### src/logic/karatsuba_settings.svh
`ifndef KARATSUBA_SETTINGS_SVH
`define KARATSUBA_SETTINGS_SVH

// operand width.
`define KM_OP_W 10

// one half of an operand.
`define KM_HALF_W 5

// lookup operand, holds a sum of two halves.
`define KM_LUT_W 6

// product and adder width.
`define KM_PROD_W 20

`endif
### src/logic/karatsuba_pkg.sv
`include "karatsuba_settings.svh"

package karatsuba_pkg;

  // controller steps, one per cycle.
  typedef enum logic [3:0] {
    IDLE, LOAD,
    MUL_LO, MUL_HI,
    SUM_A, SUM_B, MUL_MID,
    SUB_HI, SUB_LO,
    ADD_HI, ADD_MID,
    FINISH
  } km_step_e;

  typedef enum logic [1:0] {HALF_A, HALF_B, ACC, WIDE} km_alu_src_e;

  // lookup operand sources.
  typedef enum logic [1:0] {LO_HALF, HI_HALF, STORED_SUM} km_mult_src_e;

  typedef enum logic [1:0] {NONE, BY_HALF, BY_FULL} km_shift_e;

  typedef struct packed {
    logic [`KM_LUT_W-1:0] x;
    logic [`KM_LUT_W-1:0] y;
  } km_lut_ops_t;

  // same word seen as table index or as the two operands.
  typedef union packed {
    logic [2*`KM_LUT_W-1:0] index;
    km_lut_ops_t            f;
  } km_lut_addr_u;

endpackage

### src/logic/karatsuba_ctrl_if.sv
interface karatsuba_ctrl_if import karatsuba_pkg::*; ();

  logic         load_reg1;
  logic         load_reg2;
  logic         load_reg3;
  logic         load_reg4;
  logic         sel_reg1;  // 0 operand, 1 lookup.
  logic         sel_reg2;  // 0 operand, 1 adder.
  logic         sel_reg3;  // 0 lookup, 1 adder.
  logic         sel_reg4;  // 0 lookup, 1 adder.
  km_alu_src_e  alu_a_sel;
  km_alu_src_e  alu_b_sel;
  logic         alu_b_wide_sel;  // 0 reg1, 1 reg2.
  km_mult_src_e mult_x_sel;
  km_mult_src_e mult_y_sel;
  km_shift_e    shamt;
  logic         sub;

  modport ctrl (
    output load_reg1, load_reg2, load_reg3, load_reg4,
    output sel_reg1, sel_reg2, sel_reg3, sel_reg4,
    output alu_a_sel, alu_b_sel, alu_b_wide_sel,
    output mult_x_sel, mult_y_sel,
    output shamt, sub
  );

  modport dp (
    input load_reg1, load_reg2, load_reg3, load_reg4,
    input sel_reg1, sel_reg2, sel_reg3, sel_reg4,
    input alu_a_sel, alu_b_sel, alu_b_wide_sel,
    input mult_x_sel, mult_y_sel,
    input shamt, sub
  );

endinterface

### src/logic/karatsuba_ctrl.sv
module karatsuba_ctrl
  import karatsuba_pkg::*;
(
  input  logic           clk_i,
  input  logic           reset_i,
  input  logic           start_i,
  karatsuba_ctrl_if.ctrl ctrl,
  output logic           busy_o,
  output logic           done_o
);

  km_step_e step_q;
  km_step_e step_d;

  // --------------------------------------------------
  // sequencer
  // --------------------------------------------------
  always_ff @(posedge clk_i) begin
    if (reset_i) begin
      step_q <= IDLE;
    end else begin
      step_q <= step_d;
    end
  end

  always_comb begin
    case (step_q)
      IDLE:    step_d = start_i ? LOAD : IDLE;
      LOAD:    step_d = SUM_A;
      SUM_A:   step_d = MUL_HI;
      MUL_HI:  step_d = MUL_LO;
      MUL_LO:  step_d = SUM_B;
      SUM_B:   step_d = MUL_MID;
      MUL_MID: step_d = SUB_HI;
      SUB_HI:  step_d = SUB_LO;
      SUB_LO:  step_d = ADD_HI;
      ADD_HI:  step_d = ADD_MID;
      ADD_MID: step_d = FINISH;
      default: step_d = IDLE;
    endcase
  end

  assign busy_o = (step_q != IDLE);
  assign done_o = (step_q == FINISH);

  // --------------------------------------------------
  // step decode
  // --------------------------------------------------
  always_comb begin
    ctrl.load_reg1      = 1'b0;
    ctrl.load_reg2      = 1'b0;
    ctrl.load_reg3      = 1'b0;
    ctrl.load_reg4      = 1'b0;
    ctrl.sel_reg1       = 1'b0;
    ctrl.sel_reg2       = 1'b0;
    ctrl.sel_reg3       = 1'b0;
    ctrl.sel_reg4       = 1'b0;
    ctrl.alu_a_sel      = HALF_A;
    ctrl.alu_b_sel      = HALF_A;
    ctrl.alu_b_wide_sel = 1'b0;
    ctrl.mult_x_sel     = LO_HALF;
    ctrl.mult_y_sel     = LO_HALF;
    ctrl.shamt          = NONE;
    ctrl.sub            = 1'b0;

    case (step_q)
      IDLE: begin
        ctrl.load_reg1 = start_i;  // capture a and b.
        ctrl.load_reg2 = start_i;
      end
      SUM_A: begin  // reg4 = a_h + a_l.
        ctrl.load_reg4 = 1'b1;
        ctrl.sel_reg4  = 1'b1;
      end
      MUL_HI: begin  // reg3 = a_h * b_h.
        ctrl.mult_x_sel = HI_HALF;
        ctrl.mult_y_sel = HI_HALF;
        ctrl.load_reg3  = 1'b1;
      end
      MUL_LO: begin  // reg1 = a_l * b_l, a no longer needed.
        ctrl.load_reg1 = 1'b1;
        ctrl.sel_reg1  = 1'b1;
      end
      SUM_B: begin
        ctrl.alu_a_sel = HALF_B;
        ctrl.alu_b_sel = HALF_B;
        ctrl.load_reg2 = 1'b1;
        ctrl.sel_reg2  = 1'b1;
      end
      MUL_MID: begin
        ctrl.mult_x_sel = STORED_SUM;
        ctrl.mult_y_sel = STORED_SUM;
        ctrl.load_reg4  = 1'b1;
      end
      SUB_HI: begin  // reg4 = mid - hi.
        ctrl.alu_a_sel = WIDE;
        ctrl.alu_b_sel = ACC;
        ctrl.sub       = 1'b1;
        ctrl.load_reg4 = 1'b1;
        ctrl.sel_reg4  = 1'b1;
      end
      SUB_LO: begin
        // middle term lands in reg2.
        ctrl.alu_a_sel      = WIDE;
        ctrl.alu_b_sel      = WIDE;
        ctrl.alu_b_wide_sel = 1'b0;
        ctrl.sub            = 1'b1;
        ctrl.load_reg2      = 1'b1;
        ctrl.sel_reg2       = 1'b1;
      end
      ADD_HI: begin  // reg3 = (hi << 5) + middle.
        ctrl.alu_a_sel      = ACC;
        ctrl.shamt          = BY_HALF;
        ctrl.alu_b_sel      = WIDE;
        ctrl.alu_b_wide_sel = 1'b1;
        ctrl.load_reg3      = 1'b1;
        ctrl.sel_reg3       = 1'b1;
      end
      ADD_MID: begin  // reg3 = (reg3 << 5) + lo.
        ctrl.alu_a_sel = ACC;
        ctrl.shamt     = BY_HALF;
        ctrl.alu_b_sel = WIDE;
        ctrl.load_reg3 = 1'b1;
        ctrl.sel_reg3  = 1'b1;
      end
      default: begin
      end
    endcase
  end

endmodule

### src/flat_wrapper.sv
// flat-port wrapper written by rule: the top's interface ports become plain ports
module karatsuba_ctrl_flat import karatsuba_pkg::*;
  (clk_i, reset_i, start_i, busy_o, done_o, ctrl_load_reg1, ctrl_load_reg2, ctrl_load_reg3, ctrl_load_reg4, ctrl_sel_reg1, ctrl_sel_reg2, ctrl_sel_reg3, ctrl_sel_reg4, ctrl_alu_a_sel, ctrl_alu_b_sel, ctrl_alu_b_wide_sel, ctrl_mult_x_sel, ctrl_mult_y_sel, ctrl_shamt, ctrl_sub);
  karatsuba_ctrl_if ctrl_i ();
  input  logic clk_i;
  input  logic reset_i;
  input  logic start_i;
  output logic busy_o;
  output logic done_o;
  output wire logic [$bits(ctrl_i.load_reg1)-1:0] ctrl_load_reg1;
  output wire logic [$bits(ctrl_i.load_reg2)-1:0] ctrl_load_reg2;
  output wire logic [$bits(ctrl_i.load_reg3)-1:0] ctrl_load_reg3;
  output wire logic [$bits(ctrl_i.load_reg4)-1:0] ctrl_load_reg4;
  output wire logic [$bits(ctrl_i.sel_reg1)-1:0] ctrl_sel_reg1;
  output wire logic [$bits(ctrl_i.sel_reg2)-1:0] ctrl_sel_reg2;
  output wire logic [$bits(ctrl_i.sel_reg3)-1:0] ctrl_sel_reg3;
  output wire logic [$bits(ctrl_i.sel_reg4)-1:0] ctrl_sel_reg4;
  output wire logic [$bits(ctrl_i.alu_a_sel)-1:0] ctrl_alu_a_sel;
  output wire logic [$bits(ctrl_i.alu_b_sel)-1:0] ctrl_alu_b_sel;
  output wire logic [$bits(ctrl_i.alu_b_wide_sel)-1:0] ctrl_alu_b_wide_sel;
  output wire logic [$bits(ctrl_i.mult_x_sel)-1:0] ctrl_mult_x_sel;
  output wire logic [$bits(ctrl_i.mult_y_sel)-1:0] ctrl_mult_y_sel;
  output wire logic [$bits(ctrl_i.shamt)-1:0] ctrl_shamt;
  output wire logic [$bits(ctrl_i.sub)-1:0] ctrl_sub;
  assign ctrl_load_reg1 = ctrl_i.load_reg1;
  assign ctrl_load_reg2 = ctrl_i.load_reg2;
  assign ctrl_load_reg3 = ctrl_i.load_reg3;
  assign ctrl_load_reg4 = ctrl_i.load_reg4;
  assign ctrl_sel_reg1 = ctrl_i.sel_reg1;
  assign ctrl_sel_reg2 = ctrl_i.sel_reg2;
  assign ctrl_sel_reg3 = ctrl_i.sel_reg3;
  assign ctrl_sel_reg4 = ctrl_i.sel_reg4;
  assign ctrl_alu_a_sel = ctrl_i.alu_a_sel;
  assign ctrl_alu_b_sel = ctrl_i.alu_b_sel;
  assign ctrl_alu_b_wide_sel = ctrl_i.alu_b_wide_sel;
  assign ctrl_mult_x_sel = ctrl_i.mult_x_sel;
  assign ctrl_mult_y_sel = ctrl_i.mult_y_sel;
  assign ctrl_shamt = ctrl_i.shamt;
  assign ctrl_sub = ctrl_i.sub;
  karatsuba_ctrl u_core (.clk_i(clk_i), .reset_i(reset_i), .start_i(start_i), .ctrl(ctrl_i), .busy_o(busy_o), .done_o(done_o));
endmodule
### config.mk
export PLATFORM = sky130hd
export DESIGN_NAME = karatsuba_ctrl_flat
export DESIGN_NICKNAME = d
export VERILOG_FILES = /design/src/logic/karatsuba_pkg.sv /design/src/logic/karatsuba_ctrl_if.sv /design/src/logic/karatsuba_ctrl.sv /design/src/flat_wrapper.sv
export VERILOG_INCLUDE_DIRS = /design/src /design/src/logic
export SDC_FILE = /design/constraint.sdc
export NUM_CORES = 1
export LEC_CHECK = 0
export BUFFER_PORTS_ARGS = -buffer_cell sky130_fd_sc_hd__buf_2
export CAP_MARGIN = 30
export CORE_AREA = 2 2 39 41
export DETAILED_ROUTE_END_ITERATION = 8
export DIE_AREA = 0 0 41 43
export PLACE_DENSITY = 0.63
export REMOVE_ABC_BUFFERS = 1
export SETUP_SLACK_MARGIN = 0.15
export SYNTH_ARGS = -nofsm -noshare
export SYNTH_HDL_FRONTEND = slang
export SYNTH_SLANG_ARGS = --single-unit
### constraint.sdc
create_clock -name clk_i -period 3.65 [get_ports clk_i]
set_input_delay 0.9125 -clock clk_i [delete_from_list [all_inputs] [get_ports clk_i]]
set_output_delay 0.9125 -clock clk_i [all_outputs]
set_load 0.005 [all_outputs]
==> results.md <==
STA:
- The setup violation total in the final timing report is 0.
- The shortest period the worst path allows is between 2 and 3 ns.
- The setup TNS is 0 ns.
- The number of max-slew violations in the final report is 0.
- The worst path meets setup with about 1.1 ns of slack.
- The share of the clock period used by the worst path after layout is a little under 70%.
- The number of hold violations in the final report is 0.
- The worst clock skew on the final layout is roughly 0.002 ns.
- For this run, the top clock speed supported by timing is ~400 MHz.
- Setup repair after global routing left no endpoint under its margin.

Die:
- The site row count is 14.
- The core region area is 1380 µm².
- The number of top-level design ports is 25.
- The die height is around 43 µm.
- The die covers around 1800 µm².
- The initial core utilization is a little over a quarter.
- The die is 41 µm wide.

CTS:
- The number of instances resized during post-cts repair is 0.
- The number of buffers on the longest clock path is 2.
- The number of hold buffers added after cts is 0.
- The clock latency on the worst-skew pair is 0.23 ns.
- Clock tree synthesis inserted a total of 3 buffers.
- The level count of the clock H-tree is 1.
- In this run the post-CTS setup repair buffer count came out at 0.
- The clock transition time at the flip-flop clock pins of the worst setup and hold paths is 0.04 ns.
- The root buffer cell chosen for the clock tree is sky130_fd_sc_hd__clkbuf_4.
- TritonCTS built the clock tree.
- Clock tree synthesis found a total of 4 sinks.

Setup path:
- The arrival time reported for the critical path endpoint is 1.61 ns.
- For flop-to-flop paths, the worst setup slack is 2.36 ns.
- On the worst path, the slowest cell contributes a delay of approximately 0.56 ns.
- The critical path buffer and inverter count is 1.
- Traced cell by cell, the critical path runs through nand2b_1, or3_1, o21ai_0, buf_2.
- The nature of the critical path startpoint is a flop.
- The worst setup path is of the reg2out kind.
- The most critical setup path has its startpoint at u_core.step_q[3]$_SDFF_PP0_.
- The slowest cell on the critical path is sky130_fd_sc_hd__dfxtp_1.
- The worst setup path is captured at a primary output.
- The cell family contributing the most delay on the critical path is simple AND/OR/NAND/NOR gates.
- Data on the critical path is required at its endpoint by between 2 and 3 ns.
- The maximum net fanout on the critical path is 13.
- The startpoint identified for the worst register-to-register timing path is u_core.step_q[1]$_SDFF_PP0_.

Finish:
- The library cells used most frequently in the layout, excluding fill and tap cells, are sky130_fd_sc_hd__buf_2 (23), sky130_fd_sc_hd__nand2_1 (6), sky130_fd_sc_hd__nor2_1 (5), sky130_fd_sc_hd__o21ai_0 (4), sky130_fd_sc_hd__dfxtp_1 (4).
- Summing all flip-flop and latch instances after layout gives between 80 and 90 µm².
- The flip-flop count of the largest register, all copies and words added is 4.
- The proportion of layout cells with a drive suffix above 1 is 36.1%.
- At the end of the flow, the number of nets in the layout was a little under 80.
- The number of fillers in the final layout is 164.
- The number of diodes is 0.
- The final design area excluding fillers is roughly 470 µm².
- The synthesis-to-layout area growth is 29.6%.
- The largest registers in the layout are u_core.step_q (4).
- In the final layout, the multi-input gates occupy 226 µm².
- The register ranked first by flip-flop count is u_core.step_q.
- The library cell used most frequently in the layout, excluding fill and tap cells, is sky130_fd_sc_hd__buf_2.

Routing:
- The final antenna-violating net count is 0.
- The total met2 wirelength after detailed routing is ~360 µm.
- The starting DRC count in detailed routing is 4.
- The total detailed-routing wirelength is between 900 and 1000 µm.
- The routed length per instance is 10.3 µm.
- In the routed layout, each cell is associated on average with a via count of around 4.6.
- The pre-antenna-repair detailed-routing pass consisted of 4 iterations.
- In the final routing, the length of wire on met1 measures about 440 µm.
- The detailed router placed ~400 vias in this run.
- In the routed design, unresolved DRC markers number 0.
- After detailed routing, no signal wire sits above met3.
- Wire segments on met3 add up to 96 µm in the final route.

Power and ir drop:
- In this run the power density over the cells is about 300 nW/µm².
- IR analysis of the VDD net gives a maximum drop of between 0.2 and 0.25 mV.
- Summed over all cells, the static leakage comes to about 0.27 nW.

Worst hold path:
- The min-delay analysis places its worst path in the category reg2reg.
- The startpoint identified for the worst hold timing path is u_core.step_q[3]$_SDFF_PP0_.

Logic synthesis:
- In this run, synthesis inferred 0 flip-flops with an integrated enable.
- After synthesis the cells add up to ~360 µm².
- Of all flip-flops after synthesis, the portion carrying an async set or reset was 0%.
- The instance count of the mapped netlist is 54.
- A synthesized cell averages 6.74 µm².
- The total of warnings raised by yosys is 0.
- The most used flip-flop cell after synthesis is sky130_fd_sc_hd__dfxtp_1.
- The distinct cell type count after synthesis is 22.
- After synthesis, flip-flops and latches occupy a little over a fifth of the total area.
- Synthesis inferred 4 register bits.

Global route:
- The largest net degree at the start of global routing is 14.
- The wire length of the first global-routing pass is around 1500 µm.
- The initial antenna violation count is 0.
- Global routing consumed, over all layers together, 12.0% of the routing resources.
- The number of global-route vias before repair is roughly 340.
- The total overflow left after global routing is 0.

Placed design:
- In this run the cell area measured after placement is around 450 µm².
- OpenSTA, run right after detailed placement, puts the worst setup slack at 1.37 ns.
- The final weighted congestion in routability-driven placement is 0.724.
- Port buffering added 23 buffers.
- The HPWL after detailed placement is 653 µm.

Flow run:
- The number of max-cap violations is 0.

Run status:
- The run finished with clean final reports.
-- area by class of cell --
class                           instances  area share (%)
Inverter                                2            1.59
Sequential cell                         4            17.0
Multi-Input combinational cell         40            48.0
Timing Repair Buffer                   23            24.4
Tap cell                               16            4.24
Clock buffer                            3            4.77
-- routing by layer --
layer | track usage (%) | up-vias
li1 | - | 211
met1 | 17.3 | 171
met2 | 15.9 | 20
met3 | 6.28 | 0
met4 | 2.00 | 0
met5 | 0 | -
-- worst register-to-register path: stages (launching register included) --
cell and delay (ns):
sky130_fd_sc_hd__dfxtp_1 0.53, sky130_fd_sc_hd__inv_1 0.12, sky130_fd_sc_hd__or3_1 0.41, sky130_fd_sc_hd__a31oi_1 0.17
-- worst paths after layout --
check,endpoint,depth (start not counted)
setup / recovery,ctrl_sub,4
hold / removal,u_core.step_q[2]$_SDFF_PP0_,1
setup reg to reg,u_core.step_q[1]$_SDFF_PP0_,3
hold reg to reg,u_core.step_q[2]$_SDFF_PP0_,1
-- cells by family (layout without fill, tap and decap cells) --
kind of cell           after synthesis  count (layout)  synth area share [%]
AND/OR/NAND/NOR                     25              25                  35.1
buffers and inverters               10              28                  15.8
flip-flops                           4               4                  22.0
AO/OA/AOI/OAI                       10              10                  15.8
multiplexers                         2               2                  5.50
XOR/XNOR                             2               2                  4.81
other                                1               1                  1.03
-- per-stage QoR --
step | hold WS [ns] | cells | util (%) | power [W]
detailed placement | 0.677 | 85 | 32.5 | 0.0000909
finish | 0.690 | 88 | 34.1 | 0.000143
floorplan | 0.579 | 46 | - | 0.0000747
global route | 0.738 | 88 | 34.1 | 0.000157
global placement | 0.673 | 85 | 32.5 | 0.0000905
CTS | 0.689 | 88 | 34.1 | 0.000147
-- synth_stat cells, types with 2 or more instances --
cell type | count | area (µm²)
sky130_fd_sc_hd__buf_4 | 4 | 30.0
sky130_fd_sc_hd__mux2i_1 | 2 | 20.0
sky130_fd_sc_hd__a21oi_1 | 3 | 15.0
sky130_fd_sc_hd__nand2_1 | 6 | 22.5
sky130_fd_sc_hd__xnor2_1 | 2 | 17.5
sky130_fd_sc_hd__nor3_1 | 3 | 15.0
sky130_fd_sc_hd__or3_1 | 2 | 12.5
sky130_fd_sc_hd__nor2b_1 | 2 | 12.5
sky130_fd_sc_hd__dfxtp_1 | 4 | 80.1
sky130_fd_sc_hd__o21ai_0 | 4 | 20.0
sky130_fd_sc_hd__nand2b_1 | 3 | 18.8
sky130_fd_sc_hd__inv_1 | 2 | 7.51
sky130_fd_sc_hd__nor2_1 | 5 | 18.8
sky130_fd_sc_hd__buf_2 | 4 | 20.0
-- where the power goes --
| part | total, W | leakage [nW] | internal (W) | switching, W |
|---|---|---|---|---|
| sequential | 0.0000558 | 0.0328 | 0.0000471 | 0.00000870 |
| clock | 0.0000535 | 0.0138 | 0.0000367 | 0.0000168 |
| combinational | 0.0000341 | 0.227 | 0.0000177 | 0.0000164 |
| total | 0.000143 | 0.273 | 0.000101 | 0.0000420 |
Note: power is estimated with default switching activity, not from simulation.
